`src/axi_config.svh`:
```
`ifndef AXI_CONFIG_SVH
`define AXI_CONFIG_SVH

// bus widths shared by the full AXI and AXI-Lite sides
`define AXI_ADDR_WIDTH 20
`define AXI_DATA_WIDTH 16
`define AXI_ID_WIDTH 4

// one strobe bit per data byte
`define AXI_STRB_WIDTH (`AXI_DATA_WIDTH / 8)

`endif

```
`src/axi_pkg.sv`:
```
`include "axi_config.svh"

package axi_pkg;

  typedef enum logic [1:0] {
    FIXED = 2'b00,
    INCR  = 2'b01,
    WRAP  = 2'b10
  } burst_e;

  // encoding order is also the severity order
  typedef enum logic [1:0] {
    OKAY   = 2'b00,
    EXOKAY = 2'b01,
    SLVERR = 2'b10,
    DECERR = 2'b11
  } resp_e;

  // shared by AW and AR
  typedef struct packed {
    logic [`AXI_ID_WIDTH-1:0]   id;
    logic [`AXI_ADDR_WIDTH-1:0] addr;
    logic [7:0]                 len;
    logic [2:0]                 size;
    burst_e                     burst;
  } ax_t;

  typedef struct packed {
    logic [`AXI_DATA_WIDTH-1:0] data;
    logic [`AXI_STRB_WIDTH-1:0] strb;
    logic                       last;
  } w_t;

  typedef struct packed {
    logic [`AXI_ID_WIDTH-1:0] id;
    resp_e                    resp;
  } b_t;

  typedef struct packed {
    logic [`AXI_ID_WIDTH-1:0]   id;
    logic [`AXI_DATA_WIDTH-1:0] data;
    resp_e                      resp;
    logic                       last;
  } r_t;

endpackage

```
`src/axil_pkg.sv`:
```
`include "axi_config.svh"

package axil_pkg;

  // AW and AR carry only the address on the lite side
  typedef struct packed {
    logic [`AXI_ADDR_WIDTH-1:0] addr;
  } a_t;

  typedef struct packed {
    logic [`AXI_DATA_WIDTH-1:0] data;
    logic [`AXI_STRB_WIDTH-1:0] strb;
  } w_t;

  // response codes are the same as on full AXI
  typedef struct packed {
    logic [`AXI_DATA_WIDTH-1:0] data;
    axi_pkg::resp_e             resp;
  } r_t;

endpackage

```
`src/burst_addr_gen.sv`:
```
`timescale 1ns/1ps
`include "axi_config.svh"

module burst_addr_gen (
  input  logic                       clk,
  input  logic                       rst_n,
  input  logic                       load,
  input  logic                       step,
  input  axi_pkg::ax_t               ax,
  output logic [`AXI_ADDR_WIDTH-1:0] addr
);

  localparam int AW = `AXI_ADDR_WIDTH;

  logic [AW-1:0]   addr_q;
  logic [7:0]      len_q;
  logic [2:0]      size_q;
  axi_pkg::burst_e burst_q;
  logic [AW-1:0]   stride;
  logic [AW-1:0]   incr_addr;
  logic [AW-1:0]   wrap_mask;
  logic [AW-1:0]   next_addr;

  assign stride    = AW'(1) << size_q;
  assign incr_addr = addr_q + stride;

  // wrap window is (len+1) strides and is aligned to its own size
  assign wrap_mask = ((AW'(len_q) + AW'(1)) << size_q) - AW'(1);

  always_comb begin
    case (burst_q)
      axi_pkg::FIXED: next_addr = addr_q;
      axi_pkg::WRAP:  next_addr = (addr_q & ~wrap_mask) | (incr_addr & wrap_mask);
      default:        next_addr = incr_addr;
    endcase
  end

  always_ff @(posedge clk) begin
    if (!rst_n) begin
      addr_q  <= '0;
      len_q   <= '0;
      size_q  <= '0;
      burst_q <= axi_pkg::INCR;
    end else if (load) begin
      addr_q  <= ax.addr;
      len_q   <= ax.len;
      size_q  <= ax.size;
      burst_q <= ax.burst;
    end else if (step) begin
      addr_q <= next_addr;
    end
  end

  assign addr = addr_q;

endmodule

```
`src/resp_merge.sv`:
```
`timescale 1ns/1ps
`include "axi_config.svh"

module resp_merge (
  input  logic                     clk,
  input  logic                     rst_n,
  input  logic                     clear,
  input  logic                     fold,
  input  logic [`AXI_ID_WIDTH-1:0] id,
  input  axi_pkg::resp_e           resp,
  output axi_pkg::b_t              b
);

  logic [`AXI_ID_WIDTH-1:0] id_q;
  axi_pkg::resp_e           resp_q;

  always_ff @(posedge clk) begin
    if (clear) begin
      id_q <= id;
    end
  end

  // higher code is the more severe response
  always_ff @(posedge clk) begin
    if (!rst_n) begin
      resp_q <= axi_pkg::OKAY;
    end else if (clear) begin
      resp_q <= axi_pkg::OKAY;
    end else if (fold && (resp > resp_q)) begin
      resp_q <= resp;
    end
  end

  assign b.id   = id_q;
  assign b.resp = resp_q;

endmodule

```
`src/burst_ctrl.sv`:
```
`timescale 1ns/1ps
`include "axi_config.svh"

module burst_ctrl (
  input  logic                     clk,
  input  logic                     rst_n,
  input  axi_pkg::ax_t             s_aw,
  input  logic                     s_awvalid,
  output logic                     s_awready,
  input  logic                     s_wvalid,
  output logic                     s_wready,
  output logic                     s_bvalid,
  input  logic                     s_bready,
  input  axi_pkg::ax_t             s_ar,
  input  logic                     s_arvalid,
  output logic                     s_arready,
  output logic                     s_rvalid,
  input  logic                     s_rready,
  output logic                     m_awvalid,
  input  logic                     m_awready,
  output logic                     m_wvalid,
  input  logic                     m_wready,
  input  logic                     m_bvalid,
  output logic                     m_bready,
  output logic                     m_arvalid,
  input  logic                     m_arready,
  input  logic                     m_rvalid,
  output logic                     m_rready,
  output logic                     wr_load,
  output logic                     wr_step,
  output logic                     rd_load,
  output logic                     rd_step,
  output logic                     resp_clear,
  output logic                     resp_fold,
  output logic [`AXI_ID_WIDTH-1:0] rd_id,
  output logic                     rd_last
);

  typedef enum logic [1:0] {
    WR_IDLE,
    WR_ISSUE,
    WR_RESP_WAIT,
    WR_RESPOND
  } wr_state_e;

  typedef enum logic [1:0] {
    RD_IDLE,
    RD_ISSUE,
    RD_WAIT
  } rd_state_e;

  wr_state_e                wr_state;
  rd_state_e                rd_state;
  logic [7:0]               wr_len;
  logic [7:0]               wr_cnt;
  logic [7:0]               rd_len;
  logic [7:0]               rd_cnt;
  logic [`AXI_ID_WIDTH-1:0] rd_id_q;
  logic                     aw_done;
  logic                     w_done;
  logic                     aw_ok;
  logic                     w_ok;
  logic                     b_fire;
  logic                     r_fire;

  // write side
  assign s_awready  = (wr_state == WR_IDLE);
  assign wr_load    = s_awvalid && s_awready;
  assign resp_clear = wr_load;

  // both lite channels follow the AXI W beat and each drops once taken
  assign m_awvalid = (wr_state == WR_ISSUE) && s_wvalid && !aw_done;
  assign m_wvalid  = (wr_state == WR_ISSUE) && s_wvalid && !w_done;
  assign aw_ok     = aw_done || (m_awvalid && m_awready);
  assign w_ok      = w_done || (m_wvalid && m_wready);
  assign s_wready  = (wr_state == WR_ISSUE) && s_wvalid && aw_ok && w_ok;

  assign m_bready  = (wr_state == WR_RESP_WAIT);
  assign b_fire    = m_bvalid && m_bready;
  assign resp_fold = b_fire;
  assign wr_step   = b_fire;
  assign s_bvalid  = (wr_state == WR_RESPOND);

  always_ff @(posedge clk) begin
    if (!rst_n) begin
      wr_state <= WR_IDLE;
      wr_len   <= '0;
      wr_cnt   <= '0;
      aw_done  <= 1'b0;
      w_done   <= 1'b0;
    end else begin
      case (wr_state)
        WR_IDLE: begin
          if (wr_load) begin
            wr_len   <= s_aw.len;
            wr_cnt   <= '0;
            wr_state <= WR_ISSUE;
          end
        end
        WR_ISSUE: begin
          if (s_wready) begin
            aw_done  <= 1'b0;
            w_done   <= 1'b0;
            wr_state <= WR_RESP_WAIT;
          end else begin
            aw_done <= aw_ok;
            w_done  <= w_ok;
          end
        end
        WR_RESP_WAIT: begin
          if (b_fire) begin
            if (wr_cnt == wr_len) begin
              wr_state <= WR_RESPOND;
            end else begin
              wr_cnt   <= wr_cnt + 8'd1;
              wr_state <= WR_ISSUE;
            end
          end
        end
        default: begin
          if (s_bready) begin
            wr_state <= WR_IDLE;
          end
        end
      endcase
    end
  end

  // read side keeps one lite read outstanding at a time
  assign s_arready = (rd_state == RD_IDLE);
  assign rd_load   = s_arvalid && s_arready;
  assign m_arvalid = (rd_state == RD_ISSUE);
  assign m_rready  = (rd_state == RD_WAIT) && s_rready;
  assign s_rvalid  = (rd_state == RD_WAIT) && m_rvalid;
  assign r_fire    = s_rvalid && s_rready;
  assign rd_step   = r_fire;
  assign rd_id     = rd_id_q;
  assign rd_last   = (rd_cnt == rd_len);

  always_ff @(posedge clk) begin
    if (rd_load) begin
      rd_id_q <= s_ar.id;
    end
  end

  always_ff @(posedge clk) begin
    if (!rst_n) begin
      rd_state <= RD_IDLE;
      rd_len   <= '0;
      rd_cnt   <= '0;
    end else begin
      case (rd_state)
        RD_IDLE: begin
          if (rd_load) begin
            rd_len   <= s_ar.len;
            rd_cnt   <= '0;
            rd_state <= RD_ISSUE;
          end
        end
        RD_ISSUE: begin
          if (m_arready) begin
            rd_state <= RD_WAIT;
          end
        end
        default: begin
          if (r_fire) begin
            if (rd_last) begin
              rd_state <= RD_IDLE;
            end else begin
              rd_cnt   <= rd_cnt + 8'd1;
              rd_state <= RD_ISSUE;
            end
          end
        end
      endcase
    end
  end

endmodule

```
`src/axi_axil_adapter.sv`:
```
`timescale 1ns/1ps
`include "axi_config.svh"

module axi_axil_adapter (
  input  logic           clk,
  input  logic           rst_n,
  input  axi_pkg::ax_t   s_aw,
  input  logic           s_awvalid,
  output logic           s_awready,
  input  axi_pkg::w_t    s_w,
  input  logic           s_wvalid,
  output logic           s_wready,
  output axi_pkg::b_t    s_b,
  output logic           s_bvalid,
  input  logic           s_bready,
  input  axi_pkg::ax_t   s_ar,
  input  logic           s_arvalid,
  output logic           s_arready,
  output axi_pkg::r_t    s_r,
  output logic           s_rvalid,
  input  logic           s_rready,
  output axil_pkg::a_t   m_aw,
  output logic           m_awvalid,
  input  logic           m_awready,
  output axil_pkg::w_t   m_w,
  output logic           m_wvalid,
  input  logic           m_wready,
  input  axi_pkg::resp_e m_bresp,
  input  logic           m_bvalid,
  output logic           m_bready,
  output axil_pkg::a_t   m_ar,
  output logic           m_arvalid,
  input  logic           m_arready,
  input  axil_pkg::r_t   m_r,
  input  logic           m_rvalid,
  output logic           m_rready
);

  logic                       wr_load;
  logic                       wr_step;
  logic                       rd_load;
  logic                       rd_step;
  logic                       resp_clear;
  logic                       resp_fold;
  logic [`AXI_ID_WIDTH-1:0]   rd_id;
  logic                       rd_last;
  logic [`AXI_ADDR_WIDTH-1:0] wr_addr;
  logic [`AXI_ADDR_WIDTH-1:0] rd_addr;

  // lite payloads
  assign m_aw.addr = wr_addr;
  assign m_ar.addr = rd_addr;
  assign m_w.data  = s_w.data;
  assign m_w.strb  = s_w.strb;

  // read beats pass through with the stored id
  assign s_r.id   = rd_id;
  assign s_r.data = m_r.data;
  assign s_r.resp = m_r.resp;
  assign s_r.last = rd_last;

  burst_ctrl burst_ctrl_i (
    .clk       (clk),
    .rst_n     (rst_n),
    .s_aw      (s_aw),
    .s_awvalid (s_awvalid),
    .s_awready (s_awready),
    .s_wvalid  (s_wvalid),
    .s_wready  (s_wready),
    .s_bvalid  (s_bvalid),
    .s_bready  (s_bready),
    .s_ar      (s_ar),
    .s_arvalid (s_arvalid),
    .s_arready (s_arready),
    .s_rvalid  (s_rvalid),
    .s_rready  (s_rready),
    .m_awvalid (m_awvalid),
    .m_awready (m_awready),
    .m_wvalid  (m_wvalid),
    .m_wready  (m_wready),
    .m_bvalid  (m_bvalid),
    .m_bready  (m_bready),
    .m_arvalid (m_arvalid),
    .m_arready (m_arready),
    .m_rvalid  (m_rvalid),
    .m_rready  (m_rready),
    .wr_load   (wr_load),
    .wr_step   (wr_step),
    .rd_load   (rd_load),
    .rd_step   (rd_step),
    .resp_clear(resp_clear),
    .resp_fold (resp_fold),
    .rd_id     (rd_id),
    .rd_last   (rd_last)
  );

  burst_addr_gen wr_addr_i (
    .clk  (clk),
    .rst_n(rst_n),
    .load (wr_load),
    .step (wr_step),
    .ax   (s_aw),
    .addr (wr_addr)
  );

  burst_addr_gen rd_addr_i (
    .clk  (clk),
    .rst_n(rst_n),
    .load (rd_load),
    .step (rd_step),
    .ax   (s_ar),
    .addr (rd_addr)
  );

  resp_merge resp_merge_i (
    .clk  (clk),
    .rst_n(rst_n),
    .clear(resp_clear),
    .fold (resp_fold),
    .id   (s_aw.id),
    .resp (m_bresp),
    .b    (s_b)
  );

endmodule

```
`config.mk`:
```
export PLATFORM = sky130hd
export DESIGN_NAME = axi_axil_adapter
export DESIGN_NICKNAME = d
export VERILOG_FILES = /design/src/axi_pkg.sv /design/src/axil_pkg.sv /design/src/burst_addr_gen.sv /design/src/resp_merge.sv /design/src/burst_ctrl.sv /design/src/axi_axil_adapter.sv
export VERILOG_INCLUDE_DIRS = /design/src
export SDC_FILE = /design/constraint.sdc
export NUM_CORES = 1
export LEC_CHECK = 0
export ABC_AREA = 1
export ABC_CLOCK_PERIOD_IN_PS = 4760
export BUFFER_PORTS_ARGS = -buffer_cell sky130_fd_sc_hd__buf_2
export CORE_UTILIZATION = 59
export CTS_CLUSTER_SIZE = 20
export DETAILED_ROUTE_END_ITERATION = 10
export HOLD_SLACK_MARGIN = 0.12
export PLACE_DENSITY = 0.88
export SLEW_MARGIN = 20
export SYNTH_ARGS = -nofsm -noshare
export SYNTH_HDL_FRONTEND = slang
export SYNTH_SLANG_ARGS = --single-unit
```
`constraint.sdc`:
```
create_clock -name clk -period 4.76 [get_ports clk]
set_input_delay 0.238 -clock clk [delete_from_list [all_inputs] [get_ports clk]]
set_output_delay 0.238 -clock clk [all_outputs]
set_load 0.05 [all_outputs]
```
==> results.json <==
{
  "core_um2": 14040,
  "tns_ps": 0,
  "die_height_um": 122.8,
  "htree_levels": 3,
  "cp_common_cell": "nand2_1",
  "relSlewSlack_pct": 29.41,
  "yosys_warnings": 0,
  "synth.top_cells.by_count": "nand2_1, nand3_1, inv_1, nor2_1, dfxtp_1",
  "wirelength_mm": 23.71,
  "min_path_type": "input port to flop",
  "drc": 0,
  "ys_seq_area_share_pct": 23.73,
  "crit_slowest_cell": "dfxtp_1",
  "clockBufferDepth": 2,
  "synth_nets": 1561,
  "cts_made_buffers": 9,
  "wire_per_inst_um": 13.99,
  "cpPeakStageDelay_ps": 710,
  "netlist.area_leader.share_pct": 20.94,
  "worstPathArrival_ps": 3760,
  "cts_root_buf": "clkbuf_16",
  "critPathKind": "flop to flop",
  "tritoncts": "done",
  "power.leakage_uw": 0.004653,
  "setup_violations": 0,
  "final_layout_size_suffix_gt1_share_pct": 17.70,
  "pin_count": 222,
  "final.setup_skew_ps": 8.266,
  "synthArstFlopShare_pct": 0,
  "path_clk_slew_ps": 70,
  "fin_total_pwr_uw": 4093,
  "synth.most_common_cell": "nand2_1",
  "grt_pass1_vias": 8494,
  "grt_overflow": 0,
  "antenna_found_initial": 1,
  "slew_viol_final": 0,
  "rsz0062_at_grt": "false",
  "drtIter0Drc": 827,
  "synth_cells": 1410,
  "grt_pass1_wl_mm": 39.00,
  "cap_violations": 0,
  "period_share_pct": 72.70,
  "rows": 43,
  "synth-edff-count": 8,
  "vias": 9452,
  "synth_area_leader_cell": "dfxtp_1",
  "dieArea_um2": 15070,
  "cellPowerDensity_nw_per_um2": 427.0,
  "clkLatencyLatePin_ps": 360,
  "synth_seq_cells": 98,
  "achievable-frequency_mhz": 289.0,
  "cts_resized": 0,
  "worst_slew_pin_slew_ps": 1059,
  "grt_max_degree": 59,
  "synthesis.area_um2": 8606,
  "hpwl_mm": 17.99,
  "synth_ff_type": "dfxtp_1",
  "track_usage_pct": 32.51,
  "finalCriticalPeriod_ps": 3460,
  "synthToLayoutAreaGrowth_pct": 11.37,
  "first_pass_iters": 6,
  "syn_avg_cell_area_um2": 6.103,
  "cts_sinks": 98,
  "vdd_drop_max_mv": 0.2346,
  "nets": 1660,
  "synth_cell_types": 52,
  "start_util_pct": 61.28,
  "cp.required_ps": 5060,
  "yosys-top-cells-area": "dfxtp_1, nand2_1, nand3_1",
  "end_kind": "flop",
  "hold_viol": 0,
  "place_congestion": 0.9326,
  "critPathLaunchType": "flop",
  "ant_nets": 0,
  "critical_path.cell_chain": "inv_1, nor3_1, ha_1, nand2_1, nor2_1, nand2_1, o21ai_0, and3_1, nand3_1, or2_2, nand3_1, nand2_1, a21oi_2",
  "port_buffers": 148,
  "run_status": "completed",
  "crit_fanout": 19,
  "die_x_um": 122.8,
  "via_per_inst": 5.576
}
cells in the final DEF, fill, tap and decap left out, types with 9 or more instances in the layout:
cell           instances
a21oi_1               89
a31oi_1               10
buf_2                148
clkbuf_16              9
dfxtp_1               90
dlygate4sd3_1         10
ha_1                  24
inv_1                138
inv_2                 11
nand2_1              371
nand2_2               26
nand3_1              147
nand3_2               25
nand4_1               24
nor2_1               138
nor2_4                11
nor3_1                28
o21ai_0               84
o21ai_1               12
xor2_1                14
power breakdown:
group	switching [uW]	total, uW	internal (uW)
registers	186	1160	976
clock network	348	764	416
logic	1530	2170	633
path summary, 6_finish.rpt:
path / from / endpoint / slack [ps] / cells past startpoint
min: s_aw[13] / flop / 130 / 3
max: rd_addr_i.size_q[1]$_SDFFE_PN0P_ / flop / 1300 / 13
min reg2reg: flop / flop / 470 / 2
max reg2reg: rd_addr_i.size_q[1]$_SDFFE_PN0P_ / flop / 1300 / 13
metrics by stage:
stage / hold slack (ps) / worst slack [ps] / util (%) / cells / cell area [um2]
CTS: 123.5 / 1348 / 68.23 / 1694 / 9582
floorplan: 336.9 / 2064 / - / 1410 / 8606
global route: 130.0 / 904.7 / 68.25 / 1695 / 9584
global placement: 414.4 / 1458 / 65.37 / 1668 / 9179
detailed placement: 416.3 / 1400 / 65.37 / 1668 / 9179
finish: 128.5 / 1300 / 68.25 / 1695 / 9584
cell type report:
cell class	count	area [um2]
antenna	1	2.502
clock buffer	10	229.0
clock inverter	6	73.82
fill	1295	4458
inverter	153	574.3
multi-input combinational	1082	5544
sequential	98	2042
tap	180	225.2
timing repair buffer	165	893.4
layer usage:
metal | GRT usage [%] | part of all wire, % | wire length [um] | vias up
li1 | - | - | - | 4824
met1 | 39.75 | 43 | 10140 | 4279
met2 | 55.79 | 48 | 11450 | 297
met3 | 6.180 | 6.1 | 1445 | 52
met4 | 13.11 | 2.8 | 674 | 0
met5 | 0 | 0 | 0 | -
cell families after synthesis:
logic type               share of synthesized area (%)
AND/OR/NAND/NOR                                  43.66
AO/OA/AOI/OAI                                    14.74
buffers and inverters                            11.85
flip-flops                                       23.73
adder cells (fa/ha/maj)                          3.955
XOR/XNOR                                         1.832
multiplexers                                    0.2326
timing repair:
item / CTS / global route
endpoints found under the hold margin: 10 / 0
hold buffers: 10 / 0
setup buffers: 0 / 0
critical path: cells and delay by family (launching register included):
family,cells,cell delay (ps)
compound gates,2,430
fa+ha+maj,1,270
simple gates,9,1600
buf+inv,1,400
flops,1,710
Note: power is estimated with default switching activity, not from simulation.
